==> src/hw/spmm_pkg.sv <==
package spmm_pkg;

    //////////////////////////////
    // sizes and thresholds
    //////////////////////////////

    localparam int N = 4;
    localparam int W = 8;

    // row density limits in percent of N
    localparam int SPARSE_PCT = 30;
    localparam int DENSE_PCT = 70;

    //////////////////////////////
    // data types
    //////////////////////////////

    typedef logic signed [W-1:0] elem_t;

    // products and dot products wrap modulo 2**(2*W)
    typedef logic signed [2*W-1:0] prod_t;

    // flat element address, row * N + column
    typedef logic [$clog2(N*N)-1:0] idx_t;

    typedef logic [7:0] cnt_t;

    typedef enum logic [1:0] {
        PREC_LOW,
        PREC_MID,
        PREC_HIGH
    } prec_t;

    typedef enum logic [1:0] {
        ENG_DSP,
        ENG_BOOTH,
        ENG_SERIAL
    } engine_t;

    typedef enum logic [1:0] {
        DENS_SPARSE,
        DENS_MEDIUM,
        DENS_DENSE
    } density_t;

endpackage

==> src/hw/booth_mult.sv <==
`timescale 1ns/10ps

module booth_mult (
    input  logic            clk,
    input  logic            reset,
    input  logic            start,
    input  spmm_pkg::elem_t a,
    input  spmm_pkg::elem_t b,
    output logic            done,
    output spmm_pkg::prod_t product
);
    import spmm_pkg::*;

    // upper part of aq is W+1 bits wide so that subtracting -128 cannot overflow
    elem_t                m;
    logic [2*W:0]         aq;
    logic [2*W:0]         aq_next;
    logic [W:0]           upper;
    logic                 q_neg;
    logic [$clog2(W)-1:0] step_cnt;
    logic                 busy;

    always_comb begin
        case ({aq[0], q_neg})
            2'b01: upper = aq[2*W:W] + {m[W-1], m};
            2'b10: upper = aq[2*W:W] - {m[W-1], m};
            default: upper = aq[2*W:W];
        endcase
        // arithmetic shift right by one
        aq_next = {upper[W], upper, aq[W-1:1]};
    end

    always_ff @(posedge clk or posedge reset) begin
        if (reset) begin
            busy <= 1'b0;
            done <= 1'b0;
            step_cnt <= '0;
        end else begin
            done <= 1'b0;
            if (start && !busy) begin
                busy <= 1'b1;
                step_cnt <= '0;
            end else if (busy) begin
                step_cnt <= step_cnt + 1'b1;
                if (step_cnt == W - 1) begin
                    busy <= 1'b0;
                    done <= 1'b1;
                end
            end
        end
    end

    always_ff @(posedge clk) begin
        if (start && !busy) begin
            m <= a;
            aq <= {{(W+1){1'b0}}, b};
            q_neg <= 1'b0;
        end else if (busy) begin
            aq <= aq_next;
            q_neg <= aq[0];
            if (step_cnt == W - 1) begin
                product <= aq_next[2*W-1:0];
            end
        end
    end

endmodule

==> src/hw/mac_unit.sv <==
`timescale 1ns/10ps

module mac_unit (
    input  logic              clk,
    input  logic              reset,
    input  logic              mac_start,
    input  spmm_pkg::engine_t mac_engine,
    input  spmm_pkg::elem_t   op_a,
    input  spmm_pkg::elem_t   op_b,
    output logic              mac_done,
    output spmm_pkg::prod_t   mac_product
);
    import spmm_pkg::*;

    engine_t eng_r;
    logic    booth_done;
    logic    serial_done;
    prod_t   booth_product;
    prod_t   serial_product;
    logic    dsp_pend;
    logic    dsp_done;
    prod_t   dsp_prod;
    prod_t   dsp_out;

    //////////////////////////////
    // sequential engines
    //////////////////////////////

    booth_mult u_booth (
        .clk     (clk),
        .reset   (reset),
        .start   (mac_start && mac_engine == ENG_BOOTH),
        .a       (op_a),
        .b       (op_b),
        .done    (booth_done),
        .product (booth_product)
    );

    serial_mult u_serial (
        .clk     (clk),
        .reset   (reset),
        .start   (mac_start && mac_engine == ENG_SERIAL),
        .a       (op_a),
        .b       (op_b),
        .done    (serial_done),
        .product (serial_product)
    );

    //////////////////////////////
    // single-cycle product path
    //////////////////////////////

    always_ff @(posedge clk or posedge reset) begin
        if (reset) begin
            eng_r <= ENG_DSP;
            dsp_pend <= 1'b0;
            dsp_done <= 1'b0;
        end else begin
            if (mac_start) begin
                eng_r <= mac_engine;
            end
            dsp_pend <= mac_start && mac_engine == ENG_DSP;
            dsp_done <= dsp_pend;
        end
    end

    // product register then output stage, two cycles in all
    always_ff @(posedge clk) begin
        if (mac_start) begin
            dsp_prod <= op_a * op_b;
        end
        if (dsp_pend) begin
            dsp_out <= dsp_prod;
        end
    end

    always_comb begin
        case (eng_r)
            ENG_BOOTH: begin
                mac_done = booth_done;
                mac_product = booth_product;
            end
            ENG_SERIAL: begin
                mac_done = serial_done;
                mac_product = serial_product;
            end
            default: begin
                mac_done = dsp_done;
                mac_product = dsp_out;
            end
        endcase
    end

endmodule

==> src/hw/operand_store.sv <==
`timescale 1ns/10ps

module operand_store (
    input  logic            clk,
    input  logic            load_en,
    input  logic            load_sel,
    input  spmm_pkg::idx_t  load_addr,
    input  spmm_pkg::elem_t load_data,
    input  spmm_pkg::idx_t  a_addr,
    input  spmm_pkg::idx_t  b_addr,
    output spmm_pkg::elem_t a_data,
    output spmm_pkg::elem_t b_data
);
    import spmm_pkg::*;

    elem_t mem_a [N*N];
    elem_t mem_b [N*N];

    // one load port, load_sel low picks A and high picks B
    always_ff @(posedge clk) begin
        if (load_en && !load_sel) begin
            mem_a[load_addr] <= load_data;
        end
        if (load_en && load_sel) begin
            mem_b[load_addr] <= load_data;
        end
    end

    // separate read ports so a pair of operands arrives together
    always_ff @(posedge clk) begin
        a_data <= mem_a[a_addr];
        b_data <= mem_b[b_addr];
    end

endmodule

==> src/hw/result_store.sv <==
`timescale 1ns/10ps

module result_store (
    input  logic            clk,
    input  logic            c_wen,
    input  spmm_pkg::idx_t  c_addr,
    input  spmm_pkg::prod_t c_data,
    input  spmm_pkg::idx_t  result_addr,
    output spmm_pkg::prod_t result_data
);
    import spmm_pkg::*;

    prod_t mem_c [N*N];

    // each element of C is written once per run by the control
    always_ff @(posedge clk) begin
        if (c_wen) begin
            mem_c[c_addr] <= c_data;
        end
    end

    // readback shows the addressed element one cycle later
    always_ff @(posedge clk) begin
        result_data <= mem_c[result_addr];
    end

endmodule

==> src/hw/row_sparsity.sv <==
`timescale 1ns/10ps

module row_sparsity (
    input  logic              clk,
    input  logic              reset,
    input  logic              row_start,
    input  logic              elem_valid,
    input  spmm_pkg::elem_t   elem_data,
    input  spmm_pkg::prec_t   precision,
    output logic              class_valid,
    output spmm_pkg::engine_t engine
);
    import spmm_pkg::*;

    logic [$clog2(N)-1:0]   elem_cnt;
    logic [$clog2(N+1)-1:0] nz_cnt;
    logic [$clog2(N+1)-1:0] nz_final;
    prec_t                  prec_r;
    density_t               density;
    engine_t                engine_next;

    // count including the element seen this cycle
    assign nz_final = nz_cnt + (elem_data != '0);

    always_comb begin
        if (int'(nz_final) * 100 <= SPARSE_PCT * N) begin
            density = DENS_SPARSE;
        end else if (int'(nz_final) * 100 >= DENSE_PCT * N) begin
            density = DENS_DENSE;
        end else begin
            density = DENS_MEDIUM;
        end

        // only the two extreme corners leave the Booth engine
        if (density == DENS_DENSE && prec_r == PREC_HIGH) begin
            engine_next = ENG_DSP;
        end else if (density == DENS_SPARSE && prec_r == PREC_LOW) begin
            engine_next = ENG_SERIAL;
        end else begin
            engine_next = ENG_BOOTH;
        end
    end

    always_ff @(posedge clk or posedge reset) begin
        if (reset) begin
            elem_cnt <= '0;
            nz_cnt <= '0;
            prec_r <= PREC_LOW;
            class_valid <= 1'b0;
            engine <= ENG_BOOTH;
        end else begin
            class_valid <= 1'b0;
            if (row_start) begin
                elem_cnt <= '0;
                nz_cnt <= '0;
                prec_r <= precision;
            end else if (elem_valid) begin
                if (elem_cnt == N - 1) begin
                    class_valid <= 1'b1;
                    engine <= engine_next;
                    elem_cnt <= '0;
                    nz_cnt <= '0;
                end else begin
                    elem_cnt <= elem_cnt + 1'b1;
                    nz_cnt <= nz_final;
                end
            end
        end
    end

endmodule

==> src/hw/serial_mult.sv <==
`timescale 1ns/10ps

module serial_mult (
    input  logic            clk,
    input  logic            reset,
    input  logic            start,
    input  spmm_pkg::elem_t a,
    input  spmm_pkg::elem_t b,
    output logic            done,
    output spmm_pkg::prod_t product
);
    import spmm_pkg::*;

    prod_t                a_sh;
    prod_t                b_sh;
    prod_t                sum;
    prod_t                addend;
    prod_t                sum_next;
    logic [$clog2(W)-1:0] step_cnt;
    logic                 busy;

    always_comb begin
        addend = b_sh[0] ? a_sh : '0;
        // the top bit of b has negative weight in two's complement
        if (step_cnt == W - 1) begin
            sum_next = sum - addend;
        end else begin
            sum_next = sum + addend;
        end
    end

    always_ff @(posedge clk or posedge reset) begin
        if (reset) begin
            busy <= 1'b0;
            done <= 1'b0;
            step_cnt <= '0;
        end else begin
            done <= 1'b0;
            if (start && !busy) begin
                busy <= 1'b1;
                step_cnt <= '0;
            end else if (busy) begin
                step_cnt <= step_cnt + 1'b1;
                if (step_cnt == W - 1) begin
                    busy <= 1'b0;
                    done <= 1'b1;
                end
            end
        end
    end

    always_ff @(posedge clk) begin
        if (start && !busy) begin
            a_sh <= prod_t'(a);
            b_sh <= prod_t'(b);
            sum <= '0;
        end else if (busy) begin
            sum <= sum_next;
            a_sh <= a_sh << 1;
            b_sh <= b_sh >> 1;
            if (step_cnt == W - 1) begin
                product <= sum_next;
            end
        end
    end

endmodule

==> src/hw/spmm_control.sv <==
`timescale 1ns/10ps

module spmm_control (
    input  logic              clk,
    input  logic              reset,
    input  logic              start,
    output logic              busy,
    output logic              done,
    output spmm_pkg::idx_t    a_addr,
    output spmm_pkg::idx_t    b_addr,
    input  spmm_pkg::elem_t   a_data,
    input  spmm_pkg::elem_t   b_data,
    output logic              row_start,
    output logic              elem_valid,
    output spmm_pkg::elem_t   elem_data,
    input  logic              class_valid,
    input  spmm_pkg::engine_t engine,
    output logic              mac_start,
    output spmm_pkg::engine_t mac_engine,
    output spmm_pkg::elem_t   op_a,
    output spmm_pkg::elem_t   op_b,
    input  logic              mac_done,
    input  spmm_pkg::prod_t   mac_product,
    output logic              c_wen,
    output spmm_pkg::idx_t    c_addr,
    output spmm_pkg::prod_t   c_data,
    output spmm_pkg::cnt_t    macs_executed,
    output spmm_pkg::cnt_t    macs_skipped
);
    import spmm_pkg::*;

    typedef enum logic [2:0] {
        S_IDLE,
        S_STREAM,
        S_CLASS,
        S_FETCH,
        S_CHECK,
        S_MAC,
        S_WRITE
    } ctrl_state_t;

    ctrl_state_t          state;
    logic [$clog2(N)-1:0] row;
    logic [$clog2(N)-1:0] col;
    logic [$clog2(N)-1:0] k;
    engine_t              row_engine;
    prod_t                acc;
    logic                 operands_nz;
    logic                 last_k;

    assign busy = (state != S_IDLE);
    assign last_k = (k == N - 1);

    // k walks the row of A while streaming and the inner dimension afterwards
    assign a_addr = idx_t'(row * N + k);
    assign b_addr = idx_t'(k * N + col);
    assign operands_nz = (a_data != '0) && (b_data != '0);

    assign row_start = (state == S_STREAM) && (k == '0);
    assign elem_data = a_data;

    assign mac_start = (state == S_CHECK) && operands_nz;
    assign mac_engine = row_engine;
    assign op_a = a_data;
    assign op_b = b_data;

    assign c_wen = (state == S_WRITE);
    assign c_addr = idx_t'(row * N + col);
    assign c_data = acc;

    //////////////////////////////
    // sequencer
    //////////////////////////////

    always_ff @(posedge clk or posedge reset) begin
        if (reset) begin
            state <= S_IDLE;
            row <= '0;
            col <= '0;
            k <= '0;
            row_engine <= ENG_BOOTH;
            acc <= '0;
            elem_valid <= 1'b0;
            done <= 1'b0;
            macs_executed <= '0;
            macs_skipped <= '0;
        end else begin
            // read data trails the address by one cycle
            elem_valid <= (state == S_STREAM);
            done <= 1'b0;
            case (state)
                S_IDLE: begin
                    if (start) begin
                        row <= '0;
                        col <= '0;
                        k <= '0;
                        acc <= '0;
                        macs_executed <= '0;
                        macs_skipped <= '0;
                        state <= S_STREAM;
                    end
                end
                S_STREAM: begin
                    k <= last_k ? '0 : k + 1'b1;
                    if (last_k) begin
                        state <= S_CLASS;
                    end
                end
                S_CLASS: begin
                    if (class_valid) begin
                        row_engine <= engine;
                        state <= S_FETCH;
                    end
                end
                S_FETCH: state <= S_CHECK;
                S_CHECK: begin
                    if (operands_nz) begin
                        macs_executed <= macs_executed + 1'b1;
                        state <= S_MAC;
                    end else begin
                        macs_skipped <= macs_skipped + 1'b1;
                        k <= last_k ? '0 : k + 1'b1;
                        state <= last_k ? S_WRITE : S_FETCH;
                    end
                end
                S_MAC: begin
                    if (mac_done) begin
                        acc <= acc + mac_product;
                        k <= last_k ? '0 : k + 1'b1;
                        state <= last_k ? S_WRITE : S_FETCH;
                    end
                end
                S_WRITE: begin
                    acc <= '0;
                    if (col == N - 1) begin
                        col <= '0;
                        if (row == N - 1) begin
                            done <= 1'b1;
                            state <= S_IDLE;
                        end else begin
                            row <= row + 1'b1;
                            state <= S_STREAM;
                        end
                    end else begin
                        col <= col + 1'b1;
                        state <= S_FETCH;
                    end
                end
                default: state <= S_IDLE;
            endcase
        end
    end

endmodule

==> src/hw/spmm_top.sv <==
`timescale 1ns/10ps

module spmm_top (
    input  logic              clk,
    input  logic              reset,
    input  logic              load_en,
    input  logic              load_sel,
    input  spmm_pkg::idx_t    load_addr,
    input  spmm_pkg::elem_t   load_data,
    input  spmm_pkg::prec_t   precision,
    input  logic              start,
    output logic              busy,
    output logic              done,
    output logic              sel_valid,
    output spmm_pkg::engine_t sel_engine,
    output spmm_pkg::cnt_t    macs_executed,
    output spmm_pkg::cnt_t    macs_skipped,
    input  spmm_pkg::idx_t    result_addr,
    output spmm_pkg::prod_t   result_data
);
    import spmm_pkg::*;

    idx_t    a_addr;
    idx_t    b_addr;
    elem_t   a_data;
    elem_t   b_data;
    logic    row_start;
    logic    elem_valid;
    elem_t   elem_data;
    logic    mac_start;
    engine_t mac_engine;
    elem_t   op_a;
    elem_t   op_b;
    logic    mac_done;
    prod_t   mac_product;
    logic    c_wen;
    idx_t    c_addr;
    prod_t   c_data;

    operand_store u_operands (
        .clk       (clk),
        .load_en   (load_en),
        .load_sel  (load_sel),
        .load_addr (load_addr),
        .load_data (load_data),
        .a_addr    (a_addr),
        .b_addr    (b_addr),
        .a_data    (a_data),
        .b_data    (b_data)
    );

    // the classifier strobe is also the row report seen outside
    row_sparsity u_classify (
        .clk         (clk),
        .reset       (reset),
        .row_start   (row_start),
        .elem_valid  (elem_valid),
        .elem_data   (elem_data),
        .precision   (precision),
        .class_valid (sel_valid),
        .engine      (sel_engine)
    );

    mac_unit u_mac (
        .clk         (clk),
        .reset       (reset),
        .mac_start   (mac_start),
        .mac_engine  (mac_engine),
        .op_a        (op_a),
        .op_b        (op_b),
        .mac_done    (mac_done),
        .mac_product (mac_product)
    );

    spmm_control u_control (
        .clk           (clk),
        .reset         (reset),
        .start         (start),
        .busy          (busy),
        .done          (done),
        .a_addr        (a_addr),
        .b_addr        (b_addr),
        .a_data        (a_data),
        .b_data        (b_data),
        .row_start     (row_start),
        .elem_valid    (elem_valid),
        .elem_data     (elem_data),
        .class_valid   (sel_valid),
        .engine        (sel_engine),
        .mac_start     (mac_start),
        .mac_engine    (mac_engine),
        .op_a          (op_a),
        .op_b          (op_b),
        .mac_done      (mac_done),
        .mac_product   (mac_product),
        .c_wen         (c_wen),
        .c_addr        (c_addr),
        .c_data        (c_data),
        .macs_executed (macs_executed),
        .macs_skipped  (macs_skipped)
    );

    result_store u_results (
        .clk         (clk),
        .c_wen       (c_wen),
        .c_addr      (c_addr),
        .c_data      (c_data),
        .result_addr (result_addr),
        .result_data (result_data)
    );

endmodule

==> config.mk <==
export PLATFORM = sky130hd
export DESIGN_NAME = spmm_top
export DESIGN_NICKNAME = d
export VERILOG_FILES = /design/src/hw/spmm_pkg.sv /design/src/hw/booth_mult.sv /design/src/hw/mac_unit.sv /design/src/hw/operand_store.sv /design/src/hw/result_store.sv /design/src/hw/row_sparsity.sv /design/src/hw/serial_mult.sv /design/src/hw/spmm_control.sv /design/src/hw/spmm_top.sv
export SDC_FILE = /design/constraint.sdc
export NUM_CORES = 1
export LEC_CHECK = 0
export BUFFER_PORTS_ARGS = -buffer_cell sky130_fd_sc_hd__buf_2
export CAP_MARGIN = 20
export CORE_MARGIN = 5
export CORE_UTILIZATION = 30
export DETAILED_ROUTE_END_ITERATION = 10
export PLACE_DENSITY_LB_ADDON = 0.25
export SETUP_SLACK_MARGIN = 0.4
export SYNTH_ARGS = -nofsm -noshare
export SYNTH_HDL_FRONTEND = slang
export SYNTH_HIERARCHICAL = 1
export SYNTH_SLANG_ARGS = --single-unit
==> constraint.sdc <==
create_clock -name clk -period 11.11 [get_ports clk]
set_clock_uncertainty 0.1 [all_clocks]
set_input_delay 0.5555 -clock clk [delete_from_list [all_inputs] [get_ports clk]]
set_output_delay 0.5555 -clock clk [all_outputs]
set_load 0.01 [all_outputs]
==> impl_metrics.env <==
export IMPL_antenna_found_initial=5
export IMPL_first_global_vias=19200
export IMPL_die_area_um2=120000
export IMPL_synthFlopType="edfxtp_1"
export IMPL_critPathRequiredTime_ps=11390
export IMPL_drc_errors=0
export IMPL_totalWireLength_mm=77.1
export IMPL_postSynthCellCount=2234
export IMPL_ir_worst_vdd_mv=0.485
export IMPL_place_hpwl_mm=50.4
export IMPL_ant_nets=0
export IMPL_leakage_nw=13.8
export IMPL_synth_edf_count=624
export IMPL_timing_final_crit_share_pct=43.8
export IMPL_clock_root_buffer="clkbuf_16"
export IMPL_core_region_area_um2=112000
export IMPL_grtUsageMet1_pct=17.1
export IMPL_report_final_hold_viol_count=0
export IMPL_grt_total_usage_pct=12.6
export IMPL_power_density_nw_per_um2=308
export IMPL_critical_path_class="register to register"
export IMPL_cp_max_fo=12
export IMPL_drive_above_1_share_pct=16.2
export IMPL_cts_buffers=83
export IMPL_ys_seq_elements=750
export IMPL_cp_slowest_cell="dfxtp_1"
export IMPL_ys_seq_area_share_pct=63.6
export IMPL_clk_latency_ps=660
export IMPL_drv_cap=0
export IMPL_globalplace_congestion=0.796
export IMPL_synth_top_cell_area_share_pct=55.1
export IMPL_critPathLaunchType="register"
export IMPL_grt_overflow=0
export IMPL_routedWlPerCell_um=19.9
export IMPL_rr_worst_depth=14
export IMPL_min_path_type="input port to register"
export IMPL_met3_usage_pct=2.29
export IMPL_worstMarginPinSlew_ps=1050
export IMPL_final_nets=2473
export IMPL_relSlewSlack_pct=29.9
export IMPL_busiest_layer="met2"
export IMPL_final_common_cell="edfxtp_1"
export IMPL_clk_pin_slew_ps=60
export IMPL_crit_top_cell="fa_1"
export IMPL_grt_pass1_wl_mm=118
export IMPL_rows=123
export IMPL_portBuffers=59
export IMPL_rsz0062_at_grt="no"
export IMPL_synth_area_um2=34000
export IMPL_first_pass_iters=5
export IMPL_regToRegStartpoint="u_operands/b_data[7]"
export IMPL_reg2reg_slack_ps=6250
export IMPL_cp_arrival_ps=5150
export IMPL_yosys_warnings=6
export IMPL_antennaDiodeCount=0
export IMPL_synth_cell_types=93
export IMPL_post_cts_setup_buffer_count=0
export IMPL_layout_common_cells="edfxtp_1, nand2_1, inv_1, nor2_1, mux4_2"
export IMPL_grt_max_degree=65
export IMPL_top_level_ports=60
export IMPL_outcome="complete, no violations"
export IMPL_cts_tree="yes"
export IMPL_finalMaxSlewViolations=0
export IMPL_finalSetupViolCount=0
export IMPL_crit_end="u_mac/dsp_prod[15]"
export IMPL_syn_nets=2403
export IMPL_start_util_pct=30.2
export IMPL_reg2reg_to="u_mac/dsp_prod[15]"
export IMPL_end_kind="register"
export IMPL_timing_critical_path_from="u_operands/b_data[7]"
export IMPL_htreeDepth=3
export IMPL_postSynth_asyncResetShare_pct=9.20
export IMPL_viasPerCell=4.79
export IMPL_fin_util_pct=34.3
export IMPL_syn_avg_cell_area_um2=15.2
export IMPL_synth_area_top_cells="edfxtp_1, mux4_2, dfrtp_1"
export IMPL_die_w_um=347
export IMPL_clk_path_buf_depth=3
export IMPL_period_needed_ps=4860
export IMPL_yosys_area_top_type="edfxtp_1"
export IMPL_clock_sinks=750
export IMPL_met2_usage_pct=20.7
export IMPL_slowest_delay_ps=630
export IMPL_path_cells="nand2b_1, fa_1, fa_1, inv_1, fa_1, inv_1, fa_1, inv_1, ha_1, a21o_1, a21oi_1, a21oi_1, o41a_1, xnor2_1"
export IMPL_max_clock_freq_mhz=206
export IMPL_setup_tns_ps=0
export IMPL_dieHeight_um=347
export IMPL_vias=18500
export IMPL_drtIter0Drc=1304
export IMPL_areaGrowthSynthToFinish_pct=13.5
==> metal layers <==
metal / up-vias / share of wire [%]
met5: - / 0.017
met4: 2 / 2.9
met3: 119 / 4.1
met2: 357 / 47
met1: 9512 / 46
li1: 8547 / -
==> critical path, delay by kind of cell (launching register included) <==
kind | cells | cell delay (ps)
compound gates | 4 | 950
xor+xnor | 1 | 140
fa+ha+maj | 5 | 2470
buf+inv | 3 | 150
flops | 1 | 630
simple gates | 1 | 160
==> cell usage after synthesis (5+ instances only) <==
library cell and n:
xor2_1 23, ha_1 88, o21a_1 5, buf_2 15
nor3b_1 6, nand4_1 6, and2_1 56, buf_4 35
mux4_2 90, mux4_1 38, xnor2_1 43, a32o_1 7
clkbuf_1 30, a211oi_1 5, mux2_2 16, a22o_1 13
or3_1 6, o211ai_1 5, nor2b_1 22, and3_1 15
a21o_1 20, a31oi_1 7, buf_1 6, o21ai_0 72
nand3b_1 6, buf_6 18, a22oi_1 81, nand2b_1 25
o31ai_1 7, edfxtp_1 624, nand3_1 25, nor3_1 20
inv_1 116, fa_1 58, a21oi_1 54, nor4_4 6
nor2_1 113, dfxtp_1 57, nand2_1 232, clkdlybuf4s25_2 6
mux2i_1 10, dfrtp_1 67
==> what timing repair did <==
action	4_1_cts	5_1_grt
resized for setup	0	0
hold buffers	2	0
hold endpoints to repair	24	0
==> cells by family after synthesis <==
| kind of cell | share of synthesized area (%) |
|---|---|
| muxes | 9.77 |
| adders and majority gates | 6.66 |
| buffers and inverters | 3.50 |
| DFF | 63.6 |
| and+or+nand+nor | 8.37 |
| xor gates and xnor gates | 1.75 |
| AOI/OAI and AO/OA | 6.38 |
==> flip-flops by register name, summed over array words and instances (netlist names), 16 cells and up <==
| name | cells |
|---|---|
| u_results/result_data | 16 |
| u_results/mem_c | 256 |
| u_operands/mem_b | 128 |
| u_mac/u_serial/a_sh | 16 |
| u_mac/u_serial/b_sh | 16 |
| u_mac/u_serial/sum | 16 |
| u_mac/u_serial/product | 16 |
| u_operands/mem_a | 128 |
| u_mac/u_booth/aq | 16 |
| u_mac/dsp_out | 16 |
| u_control/c_data | 16 |
| u_mac/dsp_prod | 16 |
| u_mac/u_booth/product | 16 |
==> layout make-up <==
class | instances | area (µm²)
clock buffer | 107 | 2250
clock inverter | 46 | 542
fill | 10800 | 73900
inverter | 117 | 439
multi-input combinational | 1256 | 11200
sequential | 750 | 21600
tap | 1500 | 1880
timing repair buffer | 96 | 624
==> worst min-delay path by stage <==
stage / from / endpoint / slack (ps) / cells after the start
after floorplan: reset / u_mac/dsp_done / 220 / 1
after global placement: u_mac/dsp_prod[3] / u_mac/dsp_out[3] / 300 / 0
after detailed placement: u_mac/dsp_prod[3] / u_mac/dsp_out[3] / 300 / 0
after CTS: precision[0] / u_classify/prec_r[0] / 20 / 2
after global routing: precision[0] / u_classify/prec_r[0] / 40 / 2
final: precision[0] / u_classify/prec_r[0] / 70 / 2
==> power by group <==
group | total [W] | internal [W] | leakage, nW | switching, W
Sequential | 0.00378 | 0.00352 | 7.03 | 0.000252
Clock | 0.00277 | 0.00161 | 1.34 | 0.00115
Combinational | 0.00534 | 0.00234 | 5.44 | 0.00300
==> per-stage QoR <==
step | power (W) | cell area [µm²] | cells | worst slack, ps | hold slack (ps)
final | 0.0119 | 38600 | 3872 | 6250 | 66.2
after global routing | 0.0130 | 38600 | 3872 | 5950 | 40.2
after CTS | 0.0120 | 38500 | 3870 | 6240 | 19.6
after detailed placement | 0.00922 | 35700 | 3715 | 6230 | 305
after global placement | 0.00913 | 35700 | 3714 | 6280 | 305
after floorplan | 0.00808 | 34000 | 2234 | 6590 | 222
Power figures use the tool's default switching activity.
